[src/include/dcache_cfg.svh]
`ifndef DCACHE_CFG_SVH
`define DCACHE_CFG_SVH

// address and register width
`define DC_XLEN 32

// one cache line holds 8 bytes
`define DC_BLOCK_BITS 64
`define DC_OFFSET_BITS 3

// direct-mapped main cache
`define DC_INDEX_BITS 4
`define DC_N_LINES 16
`define DC_TAG_BITS (`DC_XLEN - `DC_INDEX_BITS - `DC_OFFSET_BITS)

// victim cache tag is the whole line address
`define DC_VC_LINES 4
`define DC_VC_TAG_BITS (`DC_XLEN - `DC_OFFSET_BITS)

// tag returned by memory with load data
`define DC_MEM_TAG_BITS 4

`endif

[src/hw/dcache_pkg.sv]
`include "dcache_cfg.svh"

package dcache_pkg;

    typedef enum logic [1:0] {
        cmd_none  = 2'd0,
        cmd_load  = 2'd1,
        cmd_store = 2'd2
    } mem_cmd_t;

    typedef enum logic [1:0] {
        size_byte = 2'd0,
        size_half = 2'd1,
        size_word = 2'd2
    } mem_size_t;

    typedef struct packed {
        logic                        valid;
        logic                        dirty;
        logic [`DC_TAG_BITS-1:0]     tag;
        logic [`DC_BLOCK_BITS-1:0]   block;
    } main_line_t;

    typedef struct packed {
        logic                        valid;
        logic                        dirty;
        logic [1:0]                  lru;   // higher means more recently used
        logic [`DC_VC_TAG_BITS-1:0]  tag;
        logic [`DC_BLOCK_BITS-1:0]   block;
    } victim_line_t;

    // replace the addressed byte, half or word of a line, little endian
    function automatic logic [`DC_BLOCK_BITS-1:0] merge_store(
        input logic [`DC_BLOCK_BITS-1:0] block,
        input logic [`DC_OFFSET_BITS-1:0] offset,
        input mem_size_t size,
        input logic [`DC_XLEN-1:0] wdata
    );
        logic [`DC_BLOCK_BITS-1:0] result;
        result = block;
        case (size)
            size_byte: result[{offset, 3'b000} +: 8] = wdata[7:0];
            size_half: result[{offset[2:1], 4'b0000} +: 16] = wdata[15:0];
            size_word: result[{offset[2], 5'b00000} +: 32] = wdata;
            default: result = block;
        endcase
        return result;
    endfunction

    // pick the addressed bytes out of a line, zero extended
    function automatic logic [`DC_XLEN-1:0] extract_load(
        input logic [`DC_BLOCK_BITS-1:0] block,
        input logic [`DC_OFFSET_BITS-1:0] offset,
        input mem_size_t size
    );
        logic [`DC_XLEN-1:0] result;
        result = '0;
        case (size)
            size_byte: result[7:0] = block[{offset, 3'b000} +: 8];
            size_half: result[15:0] = block[{offset[2:1], 4'b0000} +: 16];
            size_word: result = block[{offset[2], 5'b00000} +: 32];
            default: result = '0;
        endcase
        return result;
    endfunction

endpackage

[src/hw/dcache_ctrl.sv]
`timescale 1ns/10ps
`include "dcache_cfg.svh"

module dcache_ctrl (
    input  logic                          clock,
    input  logic                          reset,
    input  logic                          req_valid,
    input  logic                          req_write,
    input  dcache_pkg::mem_size_t         req_size,
    input  logic [`DC_XLEN-1:0]           req_addr,
    input  logic [`DC_XLEN-1:0]           req_wdata,
    input  logic                          main_hit,
    input  logic [`DC_BLOCK_BITS-1:0]     main_hit_block,
    input  logic                          vc_hit,
    input  logic [`DC_BLOCK_BITS-1:0]     vc_hit_block,
    input  logic                          fill_valid,
    input  logic [`DC_BLOCK_BITS-1:0]     fill_block,
    output logic                          stall,
    output logic                          resp_valid,
    output logic [`DC_XLEN-1:0]           resp_data,
    output logic                          miss_start,
    output logic [`DC_XLEN-1:0]           miss_addr,
    output logic                          hold_write,
    output dcache_pkg::mem_size_t         hold_size,
    output logic [`DC_XLEN-1:0]           hold_addr,
    output logic [`DC_XLEN-1:0]           hold_wdata
);

    typedef enum logic {st_ready, st_wait_fill} ctrl_state_t;

    ctrl_state_t state;
    logic accept;
    logic any_hit;
    logic [`DC_BLOCK_BITS-1:0] hit_block;

    assign stall = (state == st_wait_fill);
    assign accept = req_valid && (state == st_ready);
    assign any_hit = main_hit || vc_hit;
    assign hit_block = main_hit ? main_hit_block : vc_hit_block;
    assign miss_addr = hold_addr;   // miss unit aligns it to the line

    always_ff @(posedge clock) begin
        if (reset) begin
            state      <= st_ready;
            resp_valid <= 1'b0;
            miss_start <= 1'b0;
        end else begin
            resp_valid <= 1'b0;
            miss_start <= 1'b0;
            if (accept && any_hit) begin
                resp_valid <= 1'b1;
            end else if (accept) begin
                state      <= st_wait_fill;
                miss_start <= 1'b1;
            end else if (stall && fill_valid) begin
                state      <= st_ready;
                resp_valid <= 1'b1;
            end
        end
    end

    // response data and the held miss request
    always_ff @(posedge clock) begin
        if (accept && any_hit) begin
            resp_data <= dcache_pkg::extract_load(hit_block, req_addr[2:0], req_size);
        end else if (stall && fill_valid) begin
            resp_data <= dcache_pkg::extract_load(fill_block, hold_addr[2:0], hold_size);
        end
        if (accept && !any_hit) begin
            hold_write <= req_write;
            hold_size  <= req_size;
            hold_addr  <= req_addr;
            hold_wdata <= req_wdata;
        end
    end

endmodule

[src/hw/main_cache_array.sv]
`timescale 1ns/10ps
`include "dcache_cfg.svh"

module main_cache_array (
    input  logic                          clock,
    input  logic                          reset,
    input  logic                          req_valid,
    input  logic                          req_write,
    input  dcache_pkg::mem_size_t         req_size,
    input  logic [`DC_XLEN-1:0]           req_addr,
    input  logic [`DC_XLEN-1:0]           req_wdata,
    input  logic                          stall,
    input  logic                          hold_write,
    input  dcache_pkg::mem_size_t         hold_size,
    input  logic [`DC_XLEN-1:0]           hold_addr,
    input  logic [`DC_XLEN-1:0]           hold_wdata,
    input  logic                          fill_valid,
    input  logic [`DC_XLEN-1:0]           fill_addr,
    input  logic [`DC_BLOCK_BITS-1:0]     fill_block,
    output logic                          main_hit,
    output logic [`DC_BLOCK_BITS-1:0]     main_hit_block,
    output logic                          evict_valid,
    output dcache_pkg::main_line_t        evict_line,
    output logic [`DC_XLEN-1:0]           evict_addr
);

    dcache_pkg::main_line_t lines [`DC_N_LINES];

    logic [`DC_INDEX_BITS-1:0] req_idx;
    logic [`DC_TAG_BITS-1:0]   req_tag;
    logic [`DC_INDEX_BITS-1:0] fill_idx;
    logic [`DC_TAG_BITS-1:0]   fill_tag;
    logic                      store_hit;
    logic [`DC_BLOCK_BITS-1:0] fill_data;

    assign req_idx  = req_addr[`DC_OFFSET_BITS +: `DC_INDEX_BITS];
    assign req_tag  = req_addr[`DC_XLEN-1 -: `DC_TAG_BITS];
    assign fill_idx = fill_addr[`DC_OFFSET_BITS +: `DC_INDEX_BITS];
    assign fill_tag = fill_addr[`DC_XLEN-1 -: `DC_TAG_BITS];

    // hit check on the live request
    assign main_hit = req_valid && lines[req_idx].valid && (lines[req_idx].tag == req_tag);
    assign main_hit_block = lines[req_idx].block;
    assign store_hit = main_hit && req_write && !stall;

    // old line at the fill index moves to the victim cache
    assign evict_line  = lines[fill_idx];
    assign evict_valid = fill_valid && lines[fill_idx].valid;
    assign evict_addr  = {lines[fill_idx].tag, fill_idx, {`DC_OFFSET_BITS{1'b0}}};

    // a held store lands on top of the incoming line
    assign fill_data = hold_write ?
        dcache_pkg::merge_store(fill_block, hold_addr[2:0], hold_size, hold_wdata) :
        fill_block;

    always_ff @(posedge clock) begin
        if (reset) begin
            for (int i = 0; i < `DC_N_LINES; i++) begin
                lines[i].valid <= 1'b0;
                lines[i].dirty <= 1'b0;
            end
        end else if (fill_valid) begin
            lines[fill_idx].valid <= 1'b1;
            lines[fill_idx].dirty <= hold_write;   // clean for a load
            lines[fill_idx].tag   <= fill_tag;
            lines[fill_idx].block <= fill_data;
        end else if (store_hit) begin
            lines[req_idx].dirty <= 1'b1;
            lines[req_idx].block <= dcache_pkg::merge_store(lines[req_idx].block,
                                                            req_addr[2:0], req_size, req_wdata);
        end
    end

endmodule

[src/hw/victim_cache.sv]
`timescale 1ns/10ps
`include "dcache_cfg.svh"

module victim_cache (
    input  logic                          clock,
    input  logic                          reset,
    input  logic                          req_valid,
    input  logic                          req_write,
    input  dcache_pkg::mem_size_t         req_size,
    input  logic [`DC_XLEN-1:0]           req_addr,
    input  logic [`DC_XLEN-1:0]           req_wdata,
    input  logic                          stall,
    input  logic                          evict_valid,
    input  dcache_pkg::main_line_t        evict_line,
    input  logic [`DC_XLEN-1:0]           evict_addr,
    output logic                          vc_hit,
    output logic [`DC_BLOCK_BITS-1:0]     vc_hit_block,
    output logic                          vc_wb_valid,
    output logic [`DC_XLEN-1:0]           vc_wb_addr,
    output logic [`DC_BLOCK_BITS-1:0]     vc_wb_block
);

    localparam int VC_IDX_BITS = $clog2(`DC_VC_LINES);

    dcache_pkg::victim_line_t lines [`DC_VC_LINES];

    logic [`DC_VC_TAG_BITS-1:0] req_tag;
    logic [VC_IDX_BITS-1:0]     hit_idx;
    logic [VC_IDX_BITS-1:0]     ins_idx;
    logic                       free_found;
    logic [1:0]                 min_lru;
    logic                       hit_update;

    assign req_tag = req_addr[`DC_XLEN-1 -: `DC_VC_TAG_BITS];

    // associative lookup
    always_comb begin
        vc_hit  = 1'b0;
        hit_idx = '0;
        for (int i = 0; i < `DC_VC_LINES; i++) begin
            if (!vc_hit && req_valid && lines[i].valid && (lines[i].tag == req_tag)) begin
                vc_hit  = 1'b1;
                hit_idx = VC_IDX_BITS'(i);
            end
        end
    end

    assign vc_hit_block = lines[hit_idx].block;
    assign hit_update = vc_hit && !stall;

    // free line first, otherwise lowest lru, first index wins ties
    always_comb begin
        free_found = 1'b0;
        ins_idx    = '0;
        min_lru    = '1;
        for (int i = 0; i < `DC_VC_LINES; i++) begin
            if (!free_found && !lines[i].valid) begin
                free_found = 1'b1;
                ins_idx    = VC_IDX_BITS'(i);
            end
        end
        if (!free_found) begin
            ins_idx = '0;
            min_lru = lines[0].lru;
            for (int i = 1; i < `DC_VC_LINES; i++) begin
                if (lines[i].lru < min_lru) begin
                    min_lru = lines[i].lru;
                    ins_idx = VC_IDX_BITS'(i);
                end
            end
        end
    end

    // displaced dirty line goes back to memory, clean one is dropped
    assign vc_wb_valid = evict_valid && !free_found && lines[ins_idx].dirty;
    assign vc_wb_addr  = {lines[ins_idx].tag, {`DC_OFFSET_BITS{1'b0}}};
    assign vc_wb_block = lines[ins_idx].block;

    always_ff @(posedge clock) begin
        if (reset) begin
            for (int i = 0; i < `DC_VC_LINES; i++) begin
                lines[i].valid <= 1'b0;
                lines[i].dirty <= 1'b0;
                lines[i].lru   <= '0;
            end
        end else begin
            if (hit_update) begin
                for (int i = 0; i < `DC_VC_LINES; i++) begin
                    if (i == int'(hit_idx)) begin
                        lines[i].lru <= '1;
                    end else if (lines[i].lru != 2'd0) begin
                        lines[i].lru <= lines[i].lru - 2'd1;   // saturates at zero
                    end
                end
                if (req_write) begin
                    lines[hit_idx].dirty <= 1'b1;
                    lines[hit_idx].block <= dcache_pkg::merge_store(lines[hit_idx].block,
                                                                    req_addr[2:0], req_size,
                                                                    req_wdata);
                end
            end
            if (evict_valid) begin
                lines[ins_idx].valid <= 1'b1;
                lines[ins_idx].dirty <= evict_line.dirty;
                lines[ins_idx].lru   <= 2'd0;
                lines[ins_idx].tag   <= evict_addr[`DC_XLEN-1 -: `DC_VC_TAG_BITS];
                lines[ins_idx].block <= evict_line.block;
            end
        end
    end

endmodule

[src/hw/miss_unit.sv]
`timescale 1ns/10ps
`include "dcache_cfg.svh"

module miss_unit (
    input  logic                          clock,
    input  logic                          reset,
    input  logic                          miss_start,
    input  logic [`DC_XLEN-1:0]           miss_addr,
    input  logic                          vc_wb_valid,
    input  logic [`DC_XLEN-1:0]           vc_wb_addr,
    input  logic [`DC_BLOCK_BITS-1:0]     vc_wb_block,
    input  logic [`DC_MEM_TAG_BITS-1:0]   mem_response,
    input  logic [`DC_BLOCK_BITS-1:0]     mem_rdata,
    input  logic [`DC_MEM_TAG_BITS-1:0]   mem_tag,
    output logic                          fill_valid,
    output logic [`DC_XLEN-1:0]           fill_addr,
    output logic [`DC_BLOCK_BITS-1:0]     fill_block,
    output dcache_pkg::mem_cmd_t          mem_command,
    output logic [`DC_XLEN-1:0]           mem_addr,
    output logic [`DC_BLOCK_BITS-1:0]     mem_wdata
);

    // pending read, not yet accepted by memory
    logic                         rd_pending;
    // read accepted, waiting for its tag
    logic                         rd_wait;
    logic [`DC_XLEN-1:0]          rd_addr;
    logic [`DC_MEM_TAG_BITS-1:0]  rd_tag;

    // single write-back buffer entry
    logic                         wb_valid;
    logic [`DC_XLEN-1:0]          wb_addr;
    logic [`DC_BLOCK_BITS-1:0]    wb_data;

    logic accepted;
    logic issue_store;
    logic issue_load;

    assign accepted    = (mem_response != '0);
    assign issue_store = wb_valid && accepted;
    assign issue_load  = !wb_valid && rd_pending && accepted;

    // buffer goes out before the read
    always_comb begin
        mem_command = dcache_pkg::cmd_none;
        mem_addr    = '0;
        mem_wdata   = '0;
        if (wb_valid) begin
            mem_command = dcache_pkg::cmd_store;
            mem_addr    = wb_addr;
            mem_wdata   = wb_data;
        end else if (rd_pending) begin
            mem_command = dcache_pkg::cmd_load;
            mem_addr    = rd_addr;
        end
    end

    assign fill_valid = rd_wait && (mem_tag == rd_tag);
    assign fill_addr  = rd_addr;
    assign fill_block = mem_rdata;

    always_ff @(posedge clock) begin
        if (reset) begin
            rd_pending <= 1'b0;
            rd_wait    <= 1'b0;
            wb_valid   <= 1'b0;
        end else begin
            if (miss_start) begin
                rd_pending <= 1'b1;
            end else if (issue_load) begin
                rd_pending <= 1'b0;
                rd_wait    <= 1'b1;
            end
            if (fill_valid) rd_wait <= 1'b0;
            if (issue_store) wb_valid <= 1'b0;
            if (vc_wb_valid) wb_valid <= 1'b1;   // buffer is always empty at a fill
        end
    end

    always_ff @(posedge clock) begin
        if (miss_start) rd_addr <= {miss_addr[`DC_XLEN-1:`DC_OFFSET_BITS],
                                    {`DC_OFFSET_BITS{1'b0}}};
        if (issue_load) rd_tag <= mem_response;
        if (vc_wb_valid) begin
            wb_addr <= vc_wb_addr;
            wb_data <= vc_wb_block;
        end
    end

endmodule

[src/hw/dcache.sv]
`timescale 1ns/10ps
`include "dcache_cfg.svh"

module dcache (
    input  logic                          clock,
    input  logic                          reset,
    input  logic                          req_valid,
    input  logic                          req_write,
    input  dcache_pkg::mem_size_t         req_size,
    input  logic [`DC_XLEN-1:0]           req_addr,
    input  logic [`DC_XLEN-1:0]           req_wdata,
    output logic                          stall,
    output logic                          resp_valid,
    output logic [31:0]                   resp_data,
    output dcache_pkg::mem_cmd_t          mem_command,
    output logic [`DC_XLEN-1:0]           mem_addr,
    output logic [`DC_BLOCK_BITS-1:0]     mem_wdata,
    input  logic [`DC_MEM_TAG_BITS-1:0]   mem_response,
    input  logic [`DC_BLOCK_BITS-1:0]     mem_rdata,
    input  logic [`DC_MEM_TAG_BITS-1:0]   mem_tag
);

    logic                       miss_start;
    logic [`DC_XLEN-1:0]        miss_addr;
    logic                       hold_write;
    dcache_pkg::mem_size_t      hold_size;
    logic [`DC_XLEN-1:0]        hold_addr;
    logic [`DC_XLEN-1:0]        hold_wdata;
    logic                       fill_valid;
    logic [`DC_XLEN-1:0]        fill_addr;
    logic [`DC_BLOCK_BITS-1:0]  fill_block;
    logic                       main_hit;
    logic [`DC_BLOCK_BITS-1:0]  main_hit_block;
    logic                       evict_valid;
    dcache_pkg::main_line_t     evict_line;
    logic [`DC_XLEN-1:0]        evict_addr;
    logic                       vc_hit;
    logic [`DC_BLOCK_BITS-1:0]  vc_hit_block;
    logic                       vc_wb_valid;
    logic [`DC_XLEN-1:0]        vc_wb_addr;
    logic [`DC_BLOCK_BITS-1:0]  vc_wb_block;

    dcache_ctrl u_ctrl (.*);

    main_cache_array u_main (.*);

    victim_cache u_victim (.*);

    miss_unit u_miss (.*);

endmodule

[config.mk]
export PLATFORM = sky130hd
export DESIGN_NAME = dcache
export DESIGN_NICKNAME = d
export VERILOG_FILES = /design/src/hw/dcache_pkg.sv /design/src/hw/dcache_ctrl.sv /design/src/hw/main_cache_array.sv /design/src/hw/victim_cache.sv /design/src/hw/miss_unit.sv /design/src/hw/dcache.sv
export VERILOG_INCLUDE_DIRS = /design/src /design/src/include
export SDC_FILE = /design/constraint.sdc
export NUM_CORES = 2
export LEC_CHECK = 0
export BUFFER_PORTS_ARGS = -buffer_cell sky130_fd_sc_hd__buf_2
export CAP_MARGIN = 25
export CORE_ASPECT_RATIO = 0.9
export CORE_MARGIN = 10
export CORE_UTILIZATION = 45
export DETAILED_ROUTE_END_ITERATION = 12
export GPL_TIMING_DRIVEN = 0
export HOLD_SLACK_MARGIN = 0.02
export PLACE_DENSITY_LB_ADDON = 0.25
export SLEW_MARGIN = 30
export SYNTH_ARGS = -nofsm -noshare
export SYNTH_HDL_FRONTEND = slang
export SYNTH_SLANG_ARGS = --single-unit
export TNS_END_PERCENT = 20
[constraint.sdc]
create_clock -name clock -period 12.44 [get_ports clock]
set_clock_uncertainty 0.1 [all_clocks]
set_input_delay 1.244 -clock clock [delete_from_list [all_inputs] [get_ports clock]]
set_output_delay 1.244 -clock clock [all_outputs]
set_load 0.01 [all_outputs]
==> impl_results.md <==
* Status: finished, violations left
* Failing checks: DRC
* Worst EP arrival at 9.59 ns
* Lkg Pwr at 42.3 nW
* CTS tree: done
* Hold_ws at 0.318 ns
* 1st-pass router iterations at 12
* R2R setup slack at 4.95 ns
* Min Tclk post-route at 9.01 ns
* Vias in the first global route at 80.0k
* Sink Count at 2079
* Fmax achieved at 111 MHz
* Root buf cell: clkbuf_16
* Routability cong. at 1.06
* DRC Markers at 1
* YS warnings at 0
* RR Startpoint: u_main.lines[4][83]
* Starting Density at 0.453
* Critical path type: in -> reg
* First-pass GRT wire length at 747000 µm
* H-Tree Depth at 4
* Hold Crit Depth at 0
* Worst reg2reg path endpoint: u_main.lines[1][39]
* P per Cell Area at 132 nW/µm²
* Synth Cell Area at 110000 µm²
* Top_reg_cell synth: edfxtp_1
* Max-slew violation count at 0
* Critical Path RT at 13.02 ns
* Syn-to-layout area delta at 16.6%
* Final std cells w/o fill at 11.8k
* Max cap viols at 0
* Die W at 540 µm
* RSZ-0062 raised after global routing: no
* Hold crit path type: reg -> reg
* Peak VDD IR at 0.000134 V
* Clk_lat worst skew at 0.97 ns
* Via count at 86.1k
* I/O pins at 274
* Hold endpoint: u_miss.fill_addr[28]
* Clk slew on worst S/H paths at 0.06 ns
* Post-synthesis sequential area ratio at 0.568
* Depth of the worst register-to-register path at 15
* Seq cells post-synth at 2079
* Hold Fails Final Rpt at 0
* Post-Place Cells at 11.3k
* Setup Buffers After CTS at 0
* I/O Buffers at 268
* Share of cells above drive strength 1 at 0.279
* Async SR Flop Fraction at 0
* Die outline height at 488 µm
* Worst-Margin Slew at 1.24 ns
* Antenna Violating Nets Remaining at 0
* Total CTS buffers at 221
* Pin count of the biggest net entering global routing at 42
* Slew HR at 0.170
* Die Area at 264000 µm²
* # nets final at 8507
* Detailed-route wire length per cell at 48.9 µm
* Post-synth EDFFs at 2053
* Period utilization at 0.725
* Gate Count Post-Synth at 7613
* Setup crit start kind: primary input
* Total gr overflow at 0
* Core ar. at 242000 µm²
* Setup crit end kind: register
* Final HPWL DP at 440000 µm
* Mapped Avg Cell Area at 14.4 µm²
* Distinct cells, synth at 90
* Max FO, Critical Path at 13
* Worst hold path startpoint: u_ctrl.hold_addr[28]
* DP Worst Slack at 2.64 ns
* Resize count post-CTS at 0
* Global router's overall resource usage at 0.421
* WL final at 574000 µm
* Vias/cell at 7.32
* FP Rows at 171
* Final worst slack at 3.43 ns
* Maximum root-to-sink buffer count at 4
* Finished Core Util at 0.528
* Number of buffers inserted by hold repair at cts at 0
* DRT iter0 DRCs at 16.2k
* # setup viols final at 0
* Initial antenna violation count at 66
sequential cells by signal, summed over array words and instances, names as in the netlist, 4 cells and up, named ones only:
signal	flops
u_miss.rd_tag	4
u_ctrl.hold_wdata	32
u_ctrl.resp_data	32
u_victim.lines	388
u_ctrl.hold_addr	32
u_miss.fill_addr	29
u_miss.wb_data	64
u_main.lines	1456
u_miss.wb_addr	29
layout make-up:
type | instances | area (µm²)
Inverter | 71 | 274
Multi-Input combinational cell | 4806 | 45400
Clock buffer | 267 | 5780
Antenna cell | 49 | 123
Tap cell | 3200 | 4000
Timing Repair Buffer | 496 | 5840
Clock inverter | 129 | 1130
Sequential cell | 2079 | 62200
Buffer | 659 | 3020
Fill cell | 19800 | 114000
power by group:
group | internal, mW | switching (mW) | leakage, nW
registers | 7.76 | 0.0234 | 18.8
logic | 0.710 | 1.78 | 20.1
clock network | 3.66 | 2.92 | 3.36
cells in the mapped netlist (all sizes together), types with 96 or more instances:
cell,count,share of area
mux2,181,0.019
nand2,620,0.021
clkbuf,462,0.016
o22ai,106,0.0061
and2,258,0.015
a211oi,141,0.0097
mux4,844,0.17
mux2i,314,0.029
nand4,96,0.0055
edfxtp,2053,0.56
o21ai,351,0.016
xnor2,111,0.0089
a31oi,150,0.0086
buf,197,0.0093
nor2,367,0.013
a21oi,266,0.012
worst max-delay path: stages:
cell	delay [ns]
buf_2	0.22
buf_2	0.44
buf_2	0.59
buf_2	0.62
clkbuf_2	0.57
mux4_2	0.42
a221oi_1	0.43
xor2_1	0.50
nor4bb_1	0.25
nor4bb_2	0.80
nand2_1	0.79
nor3_1	0.63
a31oi_1	0.25
clkbuf_1	0.46
nor2_4	0.61
buf_16	0.24
buf_12	0.20
buf_16	0.19
through the flow:
step	setup TNS, ns	area, µm²	power, mW
final	0	128000	16.9
after global routing	0	128000	17.1
after CTS	0	127000	16.7
after detailed placement	0	121000	10.3
after global placement	-4074.76	115000	10.2
after floorplan	0	110000	9.03
worst max path at each step:
stage	start	endpoint	slack, ns	cells after the start
after floorplan	u_victim.lines[0][94]	u_miss.wb_addr[10]	1.84	13
after global placement	req_addr[4]	u_main.lines[1][39]	-3.78	15
after detailed placement	req_addr[4]	u_main.lines[1][39]	2.64	18
after CTS	req_addr[4]	u_main.lines[1][39]	3.63	18
after global routing	req_addr[4]	u_main.lines[1][39]	3.60	18
final	req_addr[4]	u_main.lines[1][39]	3.43	18
cells by family (layout without fill, tap and decap cells):
group	Yosys count	after routing	share of synthesized area
other	1	52	0.0000342
adder cells (fa/ha/maj)	31	31	0.00354
AO/OA/AOI/OAI	1505	1505	0.0897
multiplexers	1339	1339	0.221
buffers and inverters	730	1622	0.0276
XOR/XNOR	156	156	0.0125
flip-flops	2079	2079	0.568
AND/OR/NAND/NOR	1772	1772	0.0783
metal layers:
layer | track usage | vias up | wire, µm
li1 | - | 32300 | -
met1 | 0.556 | 44400 | 210000
met2 | 0.581 | 7840 | 232000
met3 | 0.189 | 1463 | 93300
met4 | 0.223 | 38 | 38300
met5 | 0.00866 | - | 582
cells in the final DEF, fill, tap and decap left out, types with 104 or more instances in the layout:
cell       instances
a31oi_1          148
a21oi_1          206
clkbuf_2         147
xnor2_1          111
mux4_2           842
clkbuf_1         354
buf_2            407
nor2_1           331
mux2_2           181
nand2_1          617
o22ai_1          104
buf_16           113
clkbuf_16        223
edfxtp_1        2053
o21ai_0          300
and2_1           256
mux2i_1          304
a211oi_1         131
No activity file was read; power rests on OpenSTA's default activity.
